===== src/include/cpu_defines.svh =====
////////////////////
// Widths and depths shared by the core and its testbench
// Include this before any declaration that sizes a word or index
////////////////////
`ifndef CPU_DEFINES_SVH
`define CPU_DEFINES_SVH

// Width of a data word and of the PC
`define CPU_DATA_WIDTH 32

// Register index width, five bits of each register field
`define CPU_REG_ADDR_WIDTH 5

// Architectural registers, r0 included
`define CPU_REG_COUNT 32

// Low address bits decoded by the instruction and data memories
`define CPU_DMEM_INDEX_WIDTH 8

`endif

===== src/isaPkg.sv =====
////////////////////
// Instruction set types: opcodes, ALU codes and the instruction word layout
////////////////////
`include "cpu_defines.svh"

package isaPkg;

    // Major opcode, bits 31..27
    typedef enum logic [4:0] {
        opAlu  = 5'b00000,
        opJ    = 5'b00001,
        opBne  = 5'b00010,
        opAddi = 5'b00101,
        opBlt  = 5'b00110,
        opSw   = 5'b00111,
        opLw   = 5'b01000
    } Opcode;

    // R-type function, bits 6..2
    typedef enum logic [4:0] {
        aluAdd = 5'b00000,
        aluSub = 5'b00001,
        aluAnd = 5'b00010,
        aluOr  = 5'b00011,
        aluSll = 5'b00100,
        aluSra = 5'b00101
    } AluOp;

    // Immediate lives in bits 16..0, jump target in 26..0
    typedef struct packed {
        Opcode                          opcode;
        logic [`CPU_REG_ADDR_WIDTH-1:0] rd;
        logic [`CPU_REG_ADDR_WIDTH-1:0] rs;
        logic [`CPU_REG_ADDR_WIDTH-1:0] rt;
        logic [4:0]                     shamt;
        AluOp                           aluOp;
        logic [1:0]                     immLow;
    } Instruction;

    function automatic logic [`CPU_DATA_WIDTH-1:0] signExtendImmediate(Instruction instruction);
        return `CPU_DATA_WIDTH'($signed(instruction[16:0]));
    endfunction

    function automatic logic [`CPU_DATA_WIDTH-1:0] signExtendTarget(Instruction instruction);
        return `CPU_DATA_WIDTH'($signed(instruction[26:0]));
    endfunction

    // Instructions that produce a value for rd
    function automatic logic writesRegister(Instruction instruction);
        return instruction.opcode inside {opAlu, opAddi, opLw};
    endfunction

    // Branches compare rd, stores write out rd
    function automatic logic readsRdAsOperandB(Instruction instruction);
        return instruction.opcode inside {opBne, opBlt, opSw};
    endfunction

endpackage


===== src/pipePkg.sv =====
////////////////////
// Payloads carried between pipeline stages, plus the data memory request
////////////////////
`include "cpu_defines.svh"

package pipePkg;
    import isaPkg::*;

    // Fetch to decode
    typedef struct packed {
        Instruction                 instruction;
        logic [`CPU_DATA_WIDTH-1:0] pcNext;
    } FetchDecode;

    // Decode to execute
    // readB is rt, or rd for branches and stores
    typedef struct packed {
        Instruction                 instruction;
        logic [`CPU_DATA_WIDTH-1:0] pcNext;
        logic [`CPU_DATA_WIDTH-1:0] readA;
        logic [`CPU_DATA_WIDTH-1:0] readB;
    } DecodeExecute;

    // Execute to memory
    typedef struct packed {
        Instruction                 instruction;
        logic [`CPU_DATA_WIDTH-1:0] aluResult;
        logic [`CPU_DATA_WIDTH-1:0] storeValue;
    } ExecuteMemory;

    // Memory to writeback
    typedef struct packed {
        Instruction                 instruction;
        logic [`CPU_DATA_WIDTH-1:0] aluResult;
        logic [`CPU_DATA_WIDTH-1:0] loadData;
    } MemoryWriteback;

    // Data memory port, write on the clock edge
    typedef struct packed {
        logic [`CPU_DATA_WIDTH-1:0] address;
        logic [`CPU_DATA_WIDTH-1:0] writeData;
        logic                       writeEnable;
    } MemRequest;

    // Source of an execute operand
    typedef enum logic [1:0] {
        fromRegister  = 2'd0,
        fromMemory    = 2'd1,
        fromWriteback = 2'd2
    } ForwardSelect;

endpackage


===== src/pipelineCpu.sv =====
////////////////////
// Five-stage core top level; the testbench attaches instruction and data memory
////////////////////
`include "cpu_defines.svh"

module pipelineCpu (
    input  logic                       clock,
    input  logic                       reset,
    output logic [`CPU_DATA_WIDTH-1:0] imemAddress,
    input  logic [`CPU_DATA_WIDTH-1:0] imemData,
    output pipePkg::MemRequest         dmemRequest,
    input  logic [`CPU_DATA_WIDTH-1:0] dmemReadData
);
    import isaPkg::*;
    import pipePkg::*;

    logic [`CPU_DATA_WIDTH-1:0]     pc;
    logic [`CPU_DATA_WIDTH-1:0]     pcNext;
    FetchDecode                     fetchOut;
    FetchDecode                     decodeStage;
    DecodeExecute                   decodeOut;
    DecodeExecute                   executeStage;
    ExecuteMemory                   executeOut;
    ExecuteMemory                   memoryStage;
    MemoryWriteback                 memoryOut;
    MemoryWriteback                 writebackStage;
    ForwardSelect                   forwardA;
    ForwardSelect                   forwardB;
    logic                           forwardStore;
    logic                           stall;
    logic                           flush;
    logic                           taken;
    logic [`CPU_DATA_WIDTH-1:0]     executeResult;
    logic [`CPU_DATA_WIDTH-1:0]     storeValue;
    logic [`CPU_DATA_WIDTH-1:0]     target;
    logic [`CPU_REG_ADDR_WIDTH-1:0] readAddressB;
    logic [`CPU_DATA_WIDTH-1:0]     readDataA;
    logic [`CPU_DATA_WIDTH-1:0]     readDataB;
    logic                           writebackEnable;
    logic [`CPU_DATA_WIDTH-1:0]     writebackData;

    ////////////////////
    // Fetch
    assign pcNext      = pc + 1'b1;
    assign imemAddress = pc;

    // Redirect beats stall, both never come from the same execute instruction
    always_ff @(posedge clock) begin
        if (reset) begin
            pc <= '0;
        end else if (flush) begin
            pc <= target;
        end else if (!stall) begin
            pc <= pcNext;
        end
    end

    assign fetchOut.instruction = Instruction'(imemData);
    assign fetchOut.pcNext      = pcNext;

    stageRegister #(.Payload(FetchDecode)) fetchDecode_i (
        .clock(clock), .reset(reset), .hold(stall), .bubble(flush),
        .d(fetchOut), .q(decodeStage)
    );

    ////////////////////
    // Decode
    // Port B reads rd for bne, blt and sw
    assign readAddressB = readsRdAsOperandB(decodeStage.instruction) ?
                          decodeStage.instruction.rd : decodeStage.instruction.rt;

    registerFile registerFile_i (
        .clock(clock), .reset(reset),
        .readAddressA(decodeStage.instruction.rs), .readAddressB(readAddressB),
        .readDataA(readDataA), .readDataB(readDataB),
        .writeEnable(writebackEnable), .writeAddress(writebackStage.instruction.rd),
        .writeData(writebackData)
    );

    assign decodeOut.instruction = decodeStage.instruction;
    assign decodeOut.pcNext      = decodeStage.pcNext;
    assign decodeOut.readA       = readDataA;
    assign decodeOut.readB       = readDataB;

    // Load-use and redirect both insert a bubble here
    stageRegister #(.Payload(DecodeExecute)) decodeExecute_i (
        .clock(clock), .reset(reset), .hold(1'b0), .bubble(stall || flush),
        .d(decodeOut), .q(executeStage)
    );

    hazardUnit hazardUnit_i (
        .decodeInstruction(decodeStage.instruction),
        .executeInstruction(executeStage.instruction),
        .memoryInstruction(memoryStage.instruction),
        .writebackInstruction(writebackStage.instruction),
        .taken(taken), .forwardA(forwardA), .forwardB(forwardB),
        .forwardStore(forwardStore), .stall(stall), .flush(flush)
    );

    ////////////////////
    // Execute
    executeUnit executeUnit_i (
        .stage(executeStage), .forwardA(forwardA), .forwardB(forwardB),
        .memoryResult(memoryStage.aluResult), .writebackResult(writebackData),
        .result(executeResult), .storeValue(storeValue), .taken(taken), .target(target)
    );

    assign executeOut.instruction = executeStage.instruction;
    assign executeOut.aluResult   = executeResult;
    assign executeOut.storeValue  = storeValue;

    stageRegister #(.Payload(ExecuteMemory)) executeMemory_i (
        .clock(clock), .reset(reset), .hold(1'b0), .bubble(1'b0),
        .d(executeOut), .q(memoryStage)
    );

    ////////////////////
    // Memory
    assign dmemRequest.address     = memoryStage.aluResult;
    assign dmemRequest.writeData   = forwardStore ? writebackData : memoryStage.storeValue;
    assign dmemRequest.writeEnable = (memoryStage.instruction.opcode == opSw);

    assign memoryOut.instruction = memoryStage.instruction;
    assign memoryOut.aluResult   = memoryStage.aluResult;
    assign memoryOut.loadData    = dmemReadData;

    stageRegister #(.Payload(MemoryWriteback)) memoryWriteback_i (
        .clock(clock), .reset(reset), .hold(1'b0), .bubble(1'b0),
        .d(memoryOut), .q(writebackStage)
    );

    ////////////////////
    // Writeback
    // Register file drops writes to r0, so bubbles are harmless
    assign writebackEnable = writesRegister(writebackStage.instruction);
    assign writebackData   = (writebackStage.instruction.opcode == opLw) ?
                             writebackStage.loadData : writebackStage.aluResult;

endmodule


===== src/executeUnit.sv =====
////////////////////
// Execute stage: bypass muxes, ALU, branch and jump resolution
////////////////////
`include "cpu_defines.svh"

module executeUnit (
    input  pipePkg::DecodeExecute      stage,
    input  pipePkg::ForwardSelect      forwardA,
    input  pipePkg::ForwardSelect      forwardB,
    input  logic [`CPU_DATA_WIDTH-1:0] memoryResult,
    input  logic [`CPU_DATA_WIDTH-1:0] writebackResult,
    output logic [`CPU_DATA_WIDTH-1:0] result,
    output logic [`CPU_DATA_WIDTH-1:0] storeValue,
    output logic                       taken,
    output logic [`CPU_DATA_WIDTH-1:0] target
);
    import isaPkg::*;
    import pipePkg::*;

    logic [`CPU_DATA_WIDTH-1:0] operandA;
    logic [`CPU_DATA_WIDTH-1:0] operandB;
    logic [`CPU_DATA_WIDTH-1:0] aluInput;
    logic [`CPU_DATA_WIDTH-1:0] immediate;
    logic                       useImmediate;

    function automatic logic [`CPU_DATA_WIDTH-1:0] forwarded(
        ForwardSelect               select,
        logic [`CPU_DATA_WIDTH-1:0] registerValue,
        logic [`CPU_DATA_WIDTH-1:0] memoryValue,
        logic [`CPU_DATA_WIDTH-1:0] writebackValue
    );
        case (select)
            fromMemory:    return memoryValue;
            fromWriteback: return writebackValue;
            default:       return registerValue;
        endcase
    endfunction

    ////////////////////
    // Operands
    // A is rs, B is rt or rd
    assign operandA = forwarded(forwardA, stage.readA, memoryResult, writebackResult);
    assign operandB = forwarded(forwardB, stage.readB, memoryResult, writebackResult);

    assign immediate    = signExtendImmediate(stage.instruction);
    assign useImmediate = stage.instruction.opcode inside {opAddi, opLw, opSw};
    assign aluInput     = useImmediate ? immediate : operandB;

    // Store data is the bypassed rd value
    assign storeValue = operandB;

    ////////////////////
    // ALU
    // Non-R-type opcodes overlap aluOp with immediate bits, so they always add
    always_comb begin
        result = operandA + aluInput;
        if (stage.instruction.opcode == opAlu) begin
            case (stage.instruction.aluOp)
                aluSub:  result = operandA - aluInput;
                aluAnd:  result = operandA & aluInput;
                aluOr:   result = operandA | aluInput;
                aluSll:  result = operandA << stage.instruction.shamt;
                aluSra:  result = $signed(operandA) >>> stage.instruction.shamt;
                default: result = operandA + aluInput;
            endcase
        end
    end

    ////////////////////
    // Control transfer
    // blt takes the branch when rd < rs, signed
    always_comb begin
        case (stage.instruction.opcode)
            opBne:   taken = (operandB != operandA);
            opBlt:   taken = ($signed(operandB) < $signed(operandA));
            opJ:     taken = 1'b1;
            default: taken = 1'b0;
        endcase
    end

    // pcNext already holds PC+1
    assign target = (stage.instruction.opcode == opJ) ? signExtendTarget(stage.instruction) :
                    stage.pcNext + immediate;

endmodule


===== src/hazardUnit.sv =====
////////////////////
// Register dependency checks: operand bypass, store bypass, load-use stall, flush
////////////////////
`include "cpu_defines.svh"

module hazardUnit (
    input  isaPkg::Instruction    decodeInstruction,
    input  isaPkg::Instruction    executeInstruction,
    input  isaPkg::Instruction    memoryInstruction,
    input  isaPkg::Instruction    writebackInstruction,
    input  logic                  taken,
    output pipePkg::ForwardSelect forwardA,
    output pipePkg::ForwardSelect forwardB,
    output logic                  forwardStore,
    output logic                  stall,
    output logic                  flush
);
    import isaPkg::*;
    import pipePkg::*;

    logic [`CPU_REG_ADDR_WIDTH-1:0] executeSourceB;
    logic [`CPU_REG_ADDR_WIDTH-1:0] decodeSourceB;
    logic                           loadInExecute;
    logic                           decodeReadsA;
    logic                           decodeReadsB;

    // Producer of a usable result, r0 excluded
    function automatic logic produces(Instruction instruction);
        return writesRegister(instruction) && (instruction.rd != '0);
    endfunction

    // Youngest producer wins, memory stage before writeback
    function automatic ForwardSelect sourceFor(logic [`CPU_REG_ADDR_WIDTH-1:0] source,
                                               Instruction memoryProducer,
                                               Instruction writebackProducer);
        if (produces(memoryProducer) && memoryProducer.rd == source) begin
            return fromMemory;
        end
        if (produces(writebackProducer) && writebackProducer.rd == source) begin
            return fromWriteback;
        end
        return fromRegister;
    endfunction

    ////////////////////
    // Execute operand bypass
    assign executeSourceB = readsRdAsOperandB(executeInstruction) ?
                            executeInstruction.rd : executeInstruction.rt;
    assign forwardA = sourceFor(executeInstruction.rs, memoryInstruction, writebackInstruction);
    assign forwardB = sourceFor(executeSourceB, memoryInstruction, writebackInstruction);

    // Store right behind its producer, e.g. lw r1 then sw r1
    assign forwardStore = (memoryInstruction.opcode == opSw) && produces(writebackInstruction)
                          && (writebackInstruction.rd == memoryInstruction.rd);

    ////////////////////
    // Load-use
    // sw data is left out, the store bypass above covers it
    assign loadInExecute = (executeInstruction.opcode == opLw) && (executeInstruction.rd != '0);
    assign decodeReadsA  = (decodeInstruction.opcode != opJ);
    assign decodeReadsB  = decodeInstruction.opcode inside {opAlu, opBne, opBlt};
    assign decodeSourceB = readsRdAsOperandB(decodeInstruction) ?
                           decodeInstruction.rd : decodeInstruction.rt;

    assign stall = loadInExecute &&
                   ((decodeReadsA && decodeInstruction.rs == executeInstruction.rd) ||
                    (decodeReadsB && decodeSourceB == executeInstruction.rd));

    // Taken branch or jump squashes fetch and decode
    assign flush = taken;

endmodule


===== src/registerFile.sv =====
////////////////////
// Register file, two combinational reads and one clocked write
////////////////////
`include "cpu_defines.svh"

module registerFile (
    input  logic                           clock,
    input  logic                           reset,
    input  logic [`CPU_REG_ADDR_WIDTH-1:0] readAddressA,
    input  logic [`CPU_REG_ADDR_WIDTH-1:0] readAddressB,
    output logic [`CPU_DATA_WIDTH-1:0]     readDataA,
    output logic [`CPU_DATA_WIDTH-1:0]     readDataB,
    input  logic                           writeEnable,
    input  logic [`CPU_REG_ADDR_WIDTH-1:0] writeAddress,
    input  logic [`CPU_DATA_WIDTH-1:0]     writeData
);

    logic [`CPU_DATA_WIDTH-1:0] registers [`CPU_REG_COUNT];
    logic                       writeValid;

    // r0 is never written
    assign writeValid = writeEnable && (writeAddress != '0);

    always_ff @(posedge clock) begin
        if (reset) begin
            for (int i = 0; i < `CPU_REG_COUNT; i++) begin
                registers[i] <= '0;
            end
        end else if (writeValid) begin
            registers[writeAddress] <= writeData;
        end
    end

    // Same-cycle write passes straight through to the reader
    assign readDataA = (readAddressA == '0) ? '0 :
                       (writeValid && writeAddress == readAddressA) ? writeData :
                       registers[readAddressA];
    assign readDataB = (readAddressB == '0) ? '0 :
                       (writeValid && writeAddress == readAddressB) ? writeData :
                       registers[readAddressB];

endmodule


===== src/stageRegister.sv =====
////////////////////
// Generic pipeline register, one instance per stage boundary
////////////////////
module stageRegister #(
    parameter type Payload = logic
) (
    input  logic   clock,
    input  logic   reset,
    input  logic   hold,
    input  logic   bubble,
    input  Payload d,
    output Payload q
);

    // Bubble wins over hold
    // An all-zero payload is add r0, r0, r0 and changes nothing
    always_ff @(posedge clock) begin
        if (reset || bubble) begin
            q <= '0;
        end else if (!hold) begin
            q <= d;
        end
    end

endmodule


===== config.mk =====
export PLATFORM = sky130hd
export DESIGN_NAME = pipelineCpu
export DESIGN_NICKNAME = d
export VERILOG_FILES = /design/src/isaPkg.sv /design/src/pipePkg.sv /design/src/pipelineCpu.sv /design/src/executeUnit.sv /design/src/hazardUnit.sv /design/src/registerFile.sv /design/src/stageRegister.sv
export VERILOG_INCLUDE_DIRS = /design/src /design/src/include
export SDC_FILE = /design/constraint.sdc
export NUM_CORES = 2
export LEC_CHECK = 0
export BUFFER_PORTS_ARGS = -buffer_cell sky130_fd_sc_hd__buf_4
export CAP_MARGIN = 20
export CORE_ASPECT_RATIO = 0.9
export CORE_MARGIN = 5
export CORE_UTILIZATION = 52
export CTS_BUF_LIST = sky130_fd_sc_hd__clkbuf_16
export CTS_CLUSTER_SIZE = 30
export DETAILED_ROUTE_END_ITERATION = 10
export PLACE_DENSITY = 0.74
export SLEW_MARGIN = 20
export SYNTH_ARGS = -nofsm -noshare
export SYNTH_HDL_FRONTEND = slang
export SYNTH_SLANG_ARGS = --single-unit

===== constraint.sdc =====
create_clock -name clock -period 7.7 [get_ports clock]
set_input_delay 1.54 -clock clock [delete_from_list [all_inputs] [get_ports clock]]
set_output_delay 1.54 -clock clock [all_outputs]
set_load 0.02 [all_outputs]

==> results.toml <==
[power_and_ir_drop]
p_leak_nw = 31.2
max-vdd-ir-drop_v = 0.000218
pwr_density_cell_nw_per_um2 = 250

[cts]
cts_buffers = 146
root_buffer = "clkbuf_16"
post_cts_buffers = 0
clk_latency_ns = 0.82
cts.sinks = 1396
clkSlewWorstSetupHoldPaths_ns = 0.06
cts_tree = "yes"
clock_path_buffers = 3
cts_resized = 0
htreeDepth = 4
cts.hold.buffers_added = 0

[floorplan]
start_util_pct = 52.3
ioPinCount = 163
die_x_um = 420
die_h_um = 379
std_cell_rows = 135
dieArea_um2 = 159000
core_area_um2 = 151000

[sta]
finalMaxSlewViolations = 0
relSlewSlack_pct = 8.19
finalCritPeriodShare_pct = 90.7
period_minus_slack_ns = 6.98
max_freq_mhz = 143
hold_viol = 0
setup_tns_ns = 0
setup_slack_ns = 0.719
tightest_slew_ns = 1.36
setup_viol = 0
rsz0062_at_grt = "no"
fin_hold_ws_ns = 0.448
clock-skew-final_ns = 0.0377

[logic_synthesis]
synth_edf_count = 1024
ys_ff_latch = 1396
syn_area_um2 = 78800
ys_warn_count = 0
synthCells = 7962
dominantRegCellSynth = "edfxtp_1"
syn_avg_cell_area_um2 = 9.89
synthDistinctLibCells = 96
synth_seq_area_share_pct = 48.5
synthArstFlopShare_pct = 0

[run_status]
outcome = "finished clean"

[worst_setup_path]
cp_slowest_cell = "a211oi_1"
cp_top_family = "compound AO/OA/AOI/OAI gates"
crit_arrival_ns = 7.75
crit_buf_inv = 2
end_kind = "register"
crit_chain = "or3b_1 > or3_1 > nand3_1 > a21oi_2 > nand2_2 > buf_4 > o21ai_0 > mux2_2 > mux2_2 > ha_1 > inv_1 > fa_1 > nor2b_1 > o21ai_0 > a21oi_1 > o41ai_1 > a31oi_1 > a211oi_1 > o2111ai_1 > a41o_1 > a21o_1 > o41ai_1 > mux2i_1 > o211a_1"
regToRegSetupSlack_ns = 0.72
critPathKind = "register to register"
cp-start-kind = "register"
crit_fanout = 59
max_stage_delay_ns = 0.61
critPathRequiredTime_ns = 8.46

[layout]
nNetsFinal = 8014
layout-drive-gt1-share_pct = 14.4
fillers = 12400
final_cell_count_no_fill = 9888
area_growth_syn_to_layout_pct = 9.96

[placement]
dp_cells = 9626
dp_slack_ns = 0.907
portBuffers = 162
place.gp.congestion = 0.979
post-dp-hpwl_um = 175000

[flow_run]
maxCapViolations = 0

[grt]
grt_max_degree = 166
antenna_found_initial = 14
grt_pass1_vias = 63900
grtUsageTotal_pct = 34.8
grt_overflow_total = 0
grt_pass1_wl_um = 412000

[detailed_routing]
drc = 0
drtPass1Iterations = 8
drtIter0Drc = 11800
vias = 66400
routed_wl_um = 284000
antenna_left = 0
via_per_inst = 6.71
wl_per_cell_um = 28.7

[worst_hold_path]
hold_class = "register to register"
==> placed cells by master, fill, tap and decap left out, drive strengths merged, types with 8 or more instances in the layout <==
master	instances
nand2	1388
nor2	1319
edfxtp	1024
nand3	439
dfxtp	372
buf	362
mux4	357
a21oi	321
o21ai	237
inv	173
mux2i	173
ha	157
and3	151
clkbuf	149
a311oi	130
xnor2	105
nor2b	104
and2	100
a211oi	95
mux2	85
nor3	79
xor2	52
nor4	50
clkinv	44
o21a	34
conb	32
nand2b	29
a21o	29
a221oi	29
a31oi	24
o221ai	23
or3	21
nand4	19
o21bai	18
o22ai	16
o211ai	16
a22oi	15
a2111oi	10
or2	8
==> where the power goes <==
group | switching [W] | internal (W) | total [W]
clock | 0.00313 | 0.00377 | 0.00690
sequential | 0.000423 | 0.00847 | 0.00889
combinational | 0.00386 | 0.00204 | 0.00590
total | 0.00741 | 0.0143 | 0.0217
==> sequential cells by signal (all words and copies together), names as in the netlist <==
| name | cells |
|---|---|
| registerFile_i.registers | 1024 |
| memoryWriteback_i.q | 74 |
| imemAddress | 32 |
| decodeExecute_i.q | 128 |
| executeMemory_i.q | 74 |
| fetchDecode_i.q | 64 |
==> routing by layer <==
| metal | global-route usage, % | routed length, um | vias to the layer above |
|---|---|---|---|
| met1 | 45.0 | 99200 | 31700 |
| met3 | 10.4 | 42700 | 1191 |
| met5 | 0 | 235 | - |
| li1 | - | - | 28000 |
| met2 | 52.1 | 122000 | 5445 |
| met4 | 20.2 | 19100 | 16 |
==> synth_stat cells, types with 18 or more instances <==
cell	n	area (um^2)
a221oi_1	28	245
and2_1	100	626
clkbuf_1	593	2230
ha_1	157	1960
mux2i_1	172	1720
dfxtp_1	372	7450
or3_1	21	131
xor2_1	52	455
nor2_1	1318	4950
o21a_1	34	255
o21bai_1	18	135
and3_1	151	945
nand4_1	19	119
buf_4	36	270
a21o_1	29	218
a311oi_1	130	1140
nor3_1	76	380
o21ai_0	195	976
nor2b_1	104	651
a211oi_1	95	713
buf_2	25	125
nand3_1	439	2200
mux2_2	85	957
nand2b_1	29	181
mux4_2	357	8040
o221ai_1	23	201
nand2_1	1387	5210
a21oi_1	317	1590
a31oi_1	24	150
buf_1	49	184
o21ai_1	33	165
edfxtp_1	1024	30700
inv_1	112	420
nor4_1	48	300
xnor2_1	105	920
==> worst min-delay path: cells and delay by family, from the launching register on <==
| kind | cells | cell delay [ns] |
|---|---|---|
| flops | 1 | 0.30 |
| compound gates | 1 | 0.05 |
| simple gates | 1 | 0.05 |
==> layout make-up <==
cell class,count,area [um^2],area share [%]
inverter,119,447,0.516
clock buffer,149,3730,4.31
tap,1986,2480,2.87
sequential,1396,38200,44.1
multi-input combinational,5763,38000,43.9
antenna,6,15.0,0.0173
timing repair buffer,362,2910,3.36
clock inverter,107,806,0.930
==> cells by family after synthesis <==
group,share of synthesized area [%]
compound gates,8.91
xor+xnor,1.75
fa+ha+maj,2.57
buf+inv,4.25
flops,48.5
mux,13.6
other cells,0.00476
simple gates,20.4
==> metrics by stage <==
step / power (W) / utilization [%] / area, um^2
3_5_place_dp: 0.0147 / 54.5 / 82000
4_1_cts: 0.0215 / 57.5 / 86500
2_1_floorplan: 0.0127 / - / 78900
5_1_grt: 0.0223 / 57.5 / 86600
6_report: 0.0217 / 57.5 / 86600
3_3_place_gp: 0.0146 / 54.5 / 82000
==> path summary, 6_finish.rpt <==
check | from | endpoint | cells after the start
worst min register to register | fetchDecode_i.q[39] | fetchDecode_i.q[39] | 2
worst min-delay path | fetchDecode_i.q[39] | fetchDecode_i.q[39] | 2
worst max-delay path | decodeExecute_i.q[127] | executeMemory_i.q[62] | 24
worst max register to register | decodeExecute_i.q[127] | executeMemory_i.q[62] | 24
Power figures use the tool's default switching activity.
